`src/hw/bus_pkg.sv`:
```
`default_nettype none

package bus_pkg;

    // fetch side, valid held until addr_ok
    typedef struct packed {
        logic        valid;
        logic [31:0] addr;
    } ibus_req_t;

    typedef struct packed {
        logic        addr_ok;
        logic        data_ok;
        logic [63:0] data;
    } ibus_resp_t;

    // bytes per beat
    typedef enum logic [2:0] {
        MSIZE1,
        MSIZE2,
        MSIZE4,
        MSIZE8
    } msize_t;

    // beats per burst, minus one
    typedef enum logic [3:0] {
        MLEN1  = 4'd0,
        MLEN2  = 4'd1,
        MLEN4  = 4'd3,
        MLEN8  = 4'd7,
        MLEN16 = 4'd15
    } mlen_t;

    typedef struct packed {
        logic        valid;
        logic        is_write;
        msize_t      size;
        logic [31:0] addr;
        logic [7:0]  strobe;
        logic [63:0] data;
        mlen_t       len;
    } cbus_req_t;

    typedef struct packed {
        logic        ready;
        logic        last;
        logic [31:0] data;
    } cbus_resp_t;

endpackage

`default_nettype wire

```
`src/hw/icache_pkg.sv`:
```
`default_nettype none

package icache_pkg;

    localparam int WAYS           = 4;
    localparam int SETS           = 16;
    localparam int DATA_PER_LINE  = 8;
    localparam int WORDS_PER_LINE = 16;

    localparam int DATA_WIDTH    = 64;
    localparam int WORD_WIDTH    = 32;
    localparam int WAY_BITS      = $clog2(WAYS);
    localparam int INDEX_BITS    = $clog2(SETS);
    localparam int OFFSET_BITS   = $clog2(DATA_PER_LINE);
    localparam int ALIGN_BITS    = $clog2(DATA_WIDTH / 8);
    localparam int WORD_IDX_BITS = $clog2(WORDS_PER_LINE);
    localparam int TAG_BITS      = 32 - INDEX_BITS - OFFSET_BITS - ALIGN_BITS;
    localparam int DATA_DEPTH    = WAYS * SETS * DATA_PER_LINE;

    typedef logic [TAG_BITS-1:0]      tag_t;
    typedef logic [INDEX_BITS-1:0]    index_t;
    typedef logic [OFFSET_BITS-1:0]   offset_t;
    typedef logic [WAY_BITS-1:0]      way_t;
    typedef logic [WORD_IDX_BITS-1:0] word_idx_t;
    typedef logic [DATA_WIDTH-1:0]    data_t;
    typedef logic [WORD_WIDTH-1:0]    word_t;

    // tree bits, [0] is the root
    typedef logic [WAYS-2:0] plru_t;

    typedef struct packed {
        tag_t                  tag;
        index_t                index;
        offset_t               offset;
        logic [ALIGN_BITS-1:0] align;
    } addr_t;

    typedef struct packed {
        logic valid;
        tag_t tag;
    } meta_t;

    typedef struct packed {
        way_t    way;
        index_t  index;
        offset_t offset;
    } data_addr_t;

    typedef struct packed {
        addr_t addr;
        way_t  way;
    } refill_info_t;

    typedef enum logic {
        IDLE,
        FETCH
    } refill_state_t;

endpackage

`default_nettype wire

```
`src/hw/icache_refill_ctrl.sv`:
```
`timescale 1ns/1ns
`default_nettype none

module icache_refill_ctrl (
    input  logic                                  clk,
    input  logic                                  resetn,
    input  bus_pkg::ibus_req_t                    ireq,
    input  logic                                  lookup_hit,
    input  icache_pkg::way_t                      hit_way,
    input  icache_pkg::way_t                      victim_way,
    input  logic [icache_pkg::WORDS_PER_LINE-1:0] word_done,
    input  icache_pkg::word_idx_t                 fill_word,
    input  bus_pkg::cbus_resp_t                   icresp,
    output logic                                  touch,
    output logic                                  alloc,
    output logic                                  start,
    output logic                                  beat,
    output logic                                  rd_en,
    output icache_pkg::data_addr_t                rd_addr,
    output logic                                  wr_en,
    output icache_pkg::data_addr_t                wr_addr,
    output logic                                  wr_upper,
    output icache_pkg::word_t                     wr_word,
    output logic                                  addr_ok,
    output logic                                  data_ok,
    output bus_pkg::cbus_req_t                    icreq
);

    import bus_pkg::*;
    import icache_pkg::*;

    refill_state_t state;
    refill_info_t  info;
    addr_t         req;
    word_idx_t     req_word;
    logic          other_line;
    logic          hit_ok;
    logic          miss_ok;

    assign req      = ireq.addr;
    assign req_word = {req.offset, req.align[ALIGN_BITS-1]};

    assign other_line = {req.tag, req.index} != {info.addr.tag, info.addr.index};
    assign hit_ok  = ireq.valid & lookup_hit
                   & (state == IDLE | other_line | word_done[req_word]);
    assign miss_ok = ireq.valid & ~lookup_hit & (state == IDLE);

    assign addr_ok = hit_ok;
    assign touch   = hit_ok;
    assign alloc   = miss_ok;
    assign start   = miss_ok;
    assign beat    = (state == FETCH) & icresp.ready;

    assign rd_en   = hit_ok;
    assign rd_addr = '{way: hit_way, index: req.index, offset: req.offset};

    // beats land in the victim way at the tracker's word
    assign wr_en    = beat;
    assign wr_addr  = '{way: info.way, index: info.addr.index,
                        offset: fill_word[WORD_IDX_BITS-1:1]};
    assign wr_upper = fill_word[0];
    assign wr_word  = icresp.data;

    always_ff @(posedge clk) begin
        if (resetn) begin
            state   <= IDLE;
            data_ok <= 1'b0;
        end else begin
            data_ok <= hit_ok;
            unique case (state)
                IDLE: begin
                    if (miss_ok) begin
                        state <= FETCH;
                    end
                end
                FETCH: begin
                    if (beat && icresp.last) begin
                        state <= IDLE;
                    end
                end
                default: begin
                    state <= IDLE;
                end
            endcase
        end
    end

    always_ff @(posedge clk) begin
        if (miss_ok) begin
            info <= '{addr: req, way: victim_way};
        end
    end

    // burst starts at the critical word and memory wraps it
    assign icreq.valid    = state == FETCH;
    assign icreq.is_write = 1'b0;
    assign icreq.size     = MSIZE4;
    assign icreq.addr     = info.addr;
    assign icreq.strobe   = '0;
    assign icreq.data     = '0;
    assign icreq.len      = MLEN16;

    // memory answers only a request we raised
    a_ready_in_fetch: assert property (
        @(posedge clk) disable iff (resetn)
        icresp.ready |-> state == FETCH
    );

endmodule

`default_nettype wire

```
`config.mk`:
```
export PLATFORM = sky130hd
export DESIGN_NAME = icache_refill_ctrl
export DESIGN_NICKNAME = d
export VERILOG_FILES = /design/src/hw/bus_pkg.sv /design/src/hw/icache_pkg.sv /design/src/hw/icache_refill_ctrl.sv
export SDC_FILE = /design/constraint.sdc
export NUM_CORES = 1
export LEC_CHECK = 0
export ABC_AREA = 1
export BUFFER_PORTS_ARGS = -buffer_cell sky130_fd_sc_hd__buf_2
export CORE_AREA = 2 2 104 106
export CTS_CLUSTER_SIZE = 20
export DETAILED_ROUTE_END_ITERATION = 6
export DIE_AREA = 0 0 106 108
export GPL_TIMING_DRIVEN = 0
export MAX_ROUTING_LAYER = met4
export PLACE_DENSITY = 0.64
export SYNTH_ARGS = -nofsm -noshare
export SYNTH_HDL_FRONTEND = slang
export SYNTH_SLANG_ARGS = --single-unit
```
`constraint.sdc`:
```
create_clock -name clk -period 12.4 [get_ports clk]
set_clock_uncertainty 0.2 [all_clocks]
set_input_delay 2.48 -clock clk [delete_from_list [all_inputs] [get_ports clk]]
set_output_delay 2.48 -clock clk [all_outputs]
set_load 0.005 [all_outputs]
```
Word-level counts from Yosys, hierarchy flattened
Cells that the tools add are included.

word-level totals
  bits in registers = 36
  output and inout bits = 172
  input bits = 94

cells by class
  bitwise logic cells = 9
  $lt $le $gt $ge = 1
  equal/unequal tests = 1
  muxes and demuxes = 5
  reductions and logical operators = 1

operators by type and width
  kind                  count
  $ne A26 B26 Y1        1
  $and A1 B1 Y1         5
  $lt A4 B5 Y1 const B  1
  $bmux W1 S4           1
  $mux W1               3
  $not A1 Y1            2
  $or A1 B1 Y1          2
  $pmux W1 S2           1
  $logic_and A1 B1 Y1   1

Longest topological paths before layout
  depth after elaboration = 5
  gate-level depth with buffers = 12

Worst setup path after synthesis
OpenSTA, ideal clock, no wires.

  path kind = input to output
  from = input lookup_hit
  to = output start
  data arrival time = 5.378 ns
  path slack = 4.342 ns
  data required time = 9.720 ns
  path buffers = 1
  stages = 2
  cells stage by stage = nor3_1 -> buf_4

on the way
  longest elaborated chain between the ends = 3

ends and longest elaborated chain
  what                        RTL line                  RTL
  from (decl)                 icache_refill_ctrl.sv:8   input logic lookup_hit,
  $not A1 Y1                  icache_refill_ctrl.sv:46  assign miss_ok = ireq.valid & ~lookup_hit & (state == IDLE);
  $and A1 B1 Y1 (2 in a row)  icache_refill_ctrl.sv:46
  to (decl)                   icache_refill_ctrl.sv:16  output logic start,

No other way between the ends.

Final worst setup path
  from = input ireq[9] in the netlist's numbering
  to = output rd_en

on the way
  longest elaborated chain between the ends = 4

ends and longest elaborated chain
  what                       RTL line                  RTL
  from (decl)                icache_refill_ctrl.sv:7   input bus_pkg::ibus_req_t ireq,
  $ne A26 B26 Y1             icache_refill_ctrl.sv:43  assign other_line = {req.tag, req.index} != {info.addr.tag, info.addr.index};
  $or A1 B1 Y1 (2 in a row)  icache_refill_ctrl.sv:45  & (state == IDLE | other_line | word_done[req_word]);
  $and A1 B1 Y1              icache_refill_ctrl.sv:45
  to (decl)                  icache_refill_ctrl.sv:18  output logic rd_en,

No other way between the ends.

==> impl_metrics.py <==
metrics = {
    "status": {
        "outcome": "finished clean",
    },
    "grt": {
        "grt_pass1_wl_um": 10000,
        "grt_antenna_before_repair": 0,
        "grt_pass1_vias": 2130,
        "grt-ovfl-total": 0,
        "grt_max_degree": 13,
        "grt_usage_pct": 11.3,
    },
    "clock_tree": {
        "htreeDepth": 2,
        "cts-buffers-inserted": 5,
        "ctsResizeCount": 0,
        "clock-sinks": 36,
        "clock_path_buffers": 2,
        "path_clk_slew_ps": 70,
        "clk_latency_ps": 280,
        "hold_buffers": 0,
        "cts_setup_buffers": 0,
        "cts_root_buf": "clkbuf_8",
        "tritoncts": "yes",
    },
    "placed_design": {
        "dp.cells": 727,
        "place.gp.congestion": 0.697,
        "hpwl_um": 6040,
        "port-buffer-count": 147,
    },
    "yosys": {
        "synth_top_family_by_area": "buffers and inverters",
        "synth.area.top_cells": "edfxtp_1, buf_4, nand2_1, inv_1, nor2_1",
        "ys_warn_count": 0,
        "yosys.area.top_type": "edfxtp_1",
        "synth_most_common_cell": "buf_4",
        "yosysSeqAreaShare_pct": 37.1,
        "synth_fa_ha_area_share_pct": 0,
        "yosysTopAreaCellShare_pct": 35.7,
        "synth_xor_area_share_pct": 0.612,
        "syn_inst": 363,
        "synth-simple-area-share_pct": 15.5,
        "ys_seq_elements": 36,
        "async_flop_share_pct": 0,
        "synth-edff-count": 34,
        "synthMuxAreaShare_pct": 0,
        "synth.distinct_cells": 22,
        "ys_dominant_reg_cell": "edfxtp_1",
        "avgSynthCellArea_um2": 7.89,
        "synth_area_um2": 2860,
        "synth_common_cells": "buf_4, nand2_1, inv_1, edfxtp_1, nor2_1",
        "synth-compound-area-share_pct": 3.32,
    },
    "floorplanning": {
        "start_util_pct": 28.0,
        "std_cell_rows": 37,
        "coreArea_um2": 10200,
        "die_y_um": 108,
        "die_x_um": 106,
        "die_area_um2": 11400,
        "num_io_pins": 266,
    },
    "job": {
        "cap_violations": 0,
    },
    "sta": {
        "hold_viol_final": 0,
        "final.period_utilization_pct": 52.9,
        "drv_slew": 0,
        "tightest_slew_ps": 744,
        "rsz0062_at_grt": "false",
        "period_needed_ps": 6560,
        "max_slew_margin_pct": 50.1,
        "fin_setup_tns_ps": 0,
        "whs_ps": 390,
        "clock.fmax_ghz": 0.152,
        "finalSetupViolCount": 0,
    },
    "detailed_routing": {
        "drc": 0,
        "antenna_left": 0,
        "num_vias": 2532,
        "drt_iter0_markers": 70,
        "drt-total-wl_um": 6900,
        "drtPass1Iterations": 4,
        "wl_per_cell_um": 9.40,
        "vias_per_cell": 3.45,
    },
    "setup_path": {
        "cp.required_ps": 9720,
        "end_kind": "output pin",
        "worstSetupStartpoint": "ireq[9]",
        "cp.arrival_ps": 3880,
        "crit_fanout": 4,
        "rr_startpoint": "state",
        "worst_setup_path_start_kind": "primary input",
        "crit_type": "in -> out",
    },
    "hold_path": {
        "holdCritPathClass": "reg -> reg",
        "hold_start": "state",
    },
    "finish": {
        "fin_nets": 692,
        "drive_gt1_share_pct": 49.3,
        "diodes": 0,
        "fill_cells": 1053,
        "fin_cells": 734,
        "syn_to_final_growth_pct": 45.9,
    },
    "power_and_ir_drop": {
        "p_leak_nw": 2.55,
        "peakVddDrop_mv": 0.0338,
        "powerDensity_nw_per_um2": 73.5,
    },
}
layout make-up:
class	count	area, µm²	area share [%]
repair buffers	150	769	18.4
well taps	136	170	4.07
flip-flops and latches	36	1060	25.4
clock buffers	5	68.8	1.65
multi-input cells	212	862	20.6
plain buffers	135	1020	24.4
clock inverters	2	7.51	0.180
inverters	58	220	5.27
through the flow:
step | cell area [µm²] | utilization [%] | setup slack (ps) | power [mW]
floorplan | 3160 | - | 4340 | 0.200
global placement | 4060 | 39.7 | 2640 | 0.229
detailed placement | 4100 | 40.1 | 5750 | 0.231
finish | 4180 | 40.8 | 5840 | 0.307
global route | 4180 | 40.8 | 5630 | 0.328
CTS | 4180 | 40.8 | 5750 | 0.313
layout by cell type, fill, tap and decap left out, drive strengths merged, types with 2 or more instances in the layout:
cell    count
buf       285
clkbuf      5
clkinv      2
conb       80
dfxtp       2
edfxtp     34
inv        58
nand2      80
nand3       5
nor2       29
o211ai      3
o21ai       9
worst max-delay path: stages:
cell,delay [ps]
buf_2,120
inv_1,40
nand2_1,70
o21ai_0,140
nor2_1,110
nand2_1,90
nor2_1,90
nand2_1,70
nor2_1,140
nand3_1,120
nand2_2,90
inv_1,70
buf_4,130
buf_2,110
state kept, by name, summed over array words and instances, names as in the netlist:
signal,count
data_ok,1
icreq,32
state,1
wr_addr,2
cell families (layout without fill, tap and decap cells):
group | Yosys count | after routing
other | 2 | 80
buffers and inverters | 193 | 350
AO/OA/AOI/OAI | 15 | 15
flip-flops | 36 | 36
XOR/XNOR | 2 | 2
AND/OR/NAND/NOR | 115 | 115
routing by layer:
metal	wire, µm	share of wire [%]	vias up	GRT usage, %
li1	-	-	1346	-
met1	2530	37	1028	12.0
met2	3610	52	153	21.0
met3	693	10	5	2.89
met4	70	1.0	0	3.10
met5	0	0	-	-
worst paths after layout:
| path | end | slack [ps] | cells past startpoint |
|---|---|---|---|
| setup / recovery | rd_en | 5840 | 14 |
| hold / removal | state | 390 | 2 |
| setup reg to reg | icreq[93] | 10470 | 3 |
| hold reg to reg | state | 390 | 2 |
report_power, final:
| group | switching (mW) | internal [mW] | total [mW] |
|---|---|---|---|
| clock network | 0.0414 | 0.0371 | 0.0785 |
| registers | 0.00321 | 0.139 | 0.143 |
| logic | 0.0362 | 0.0495 | 0.0856 |
| total | 0.0808 | 0.226 | 0.307 |
(Power assumes the default switching activity.)
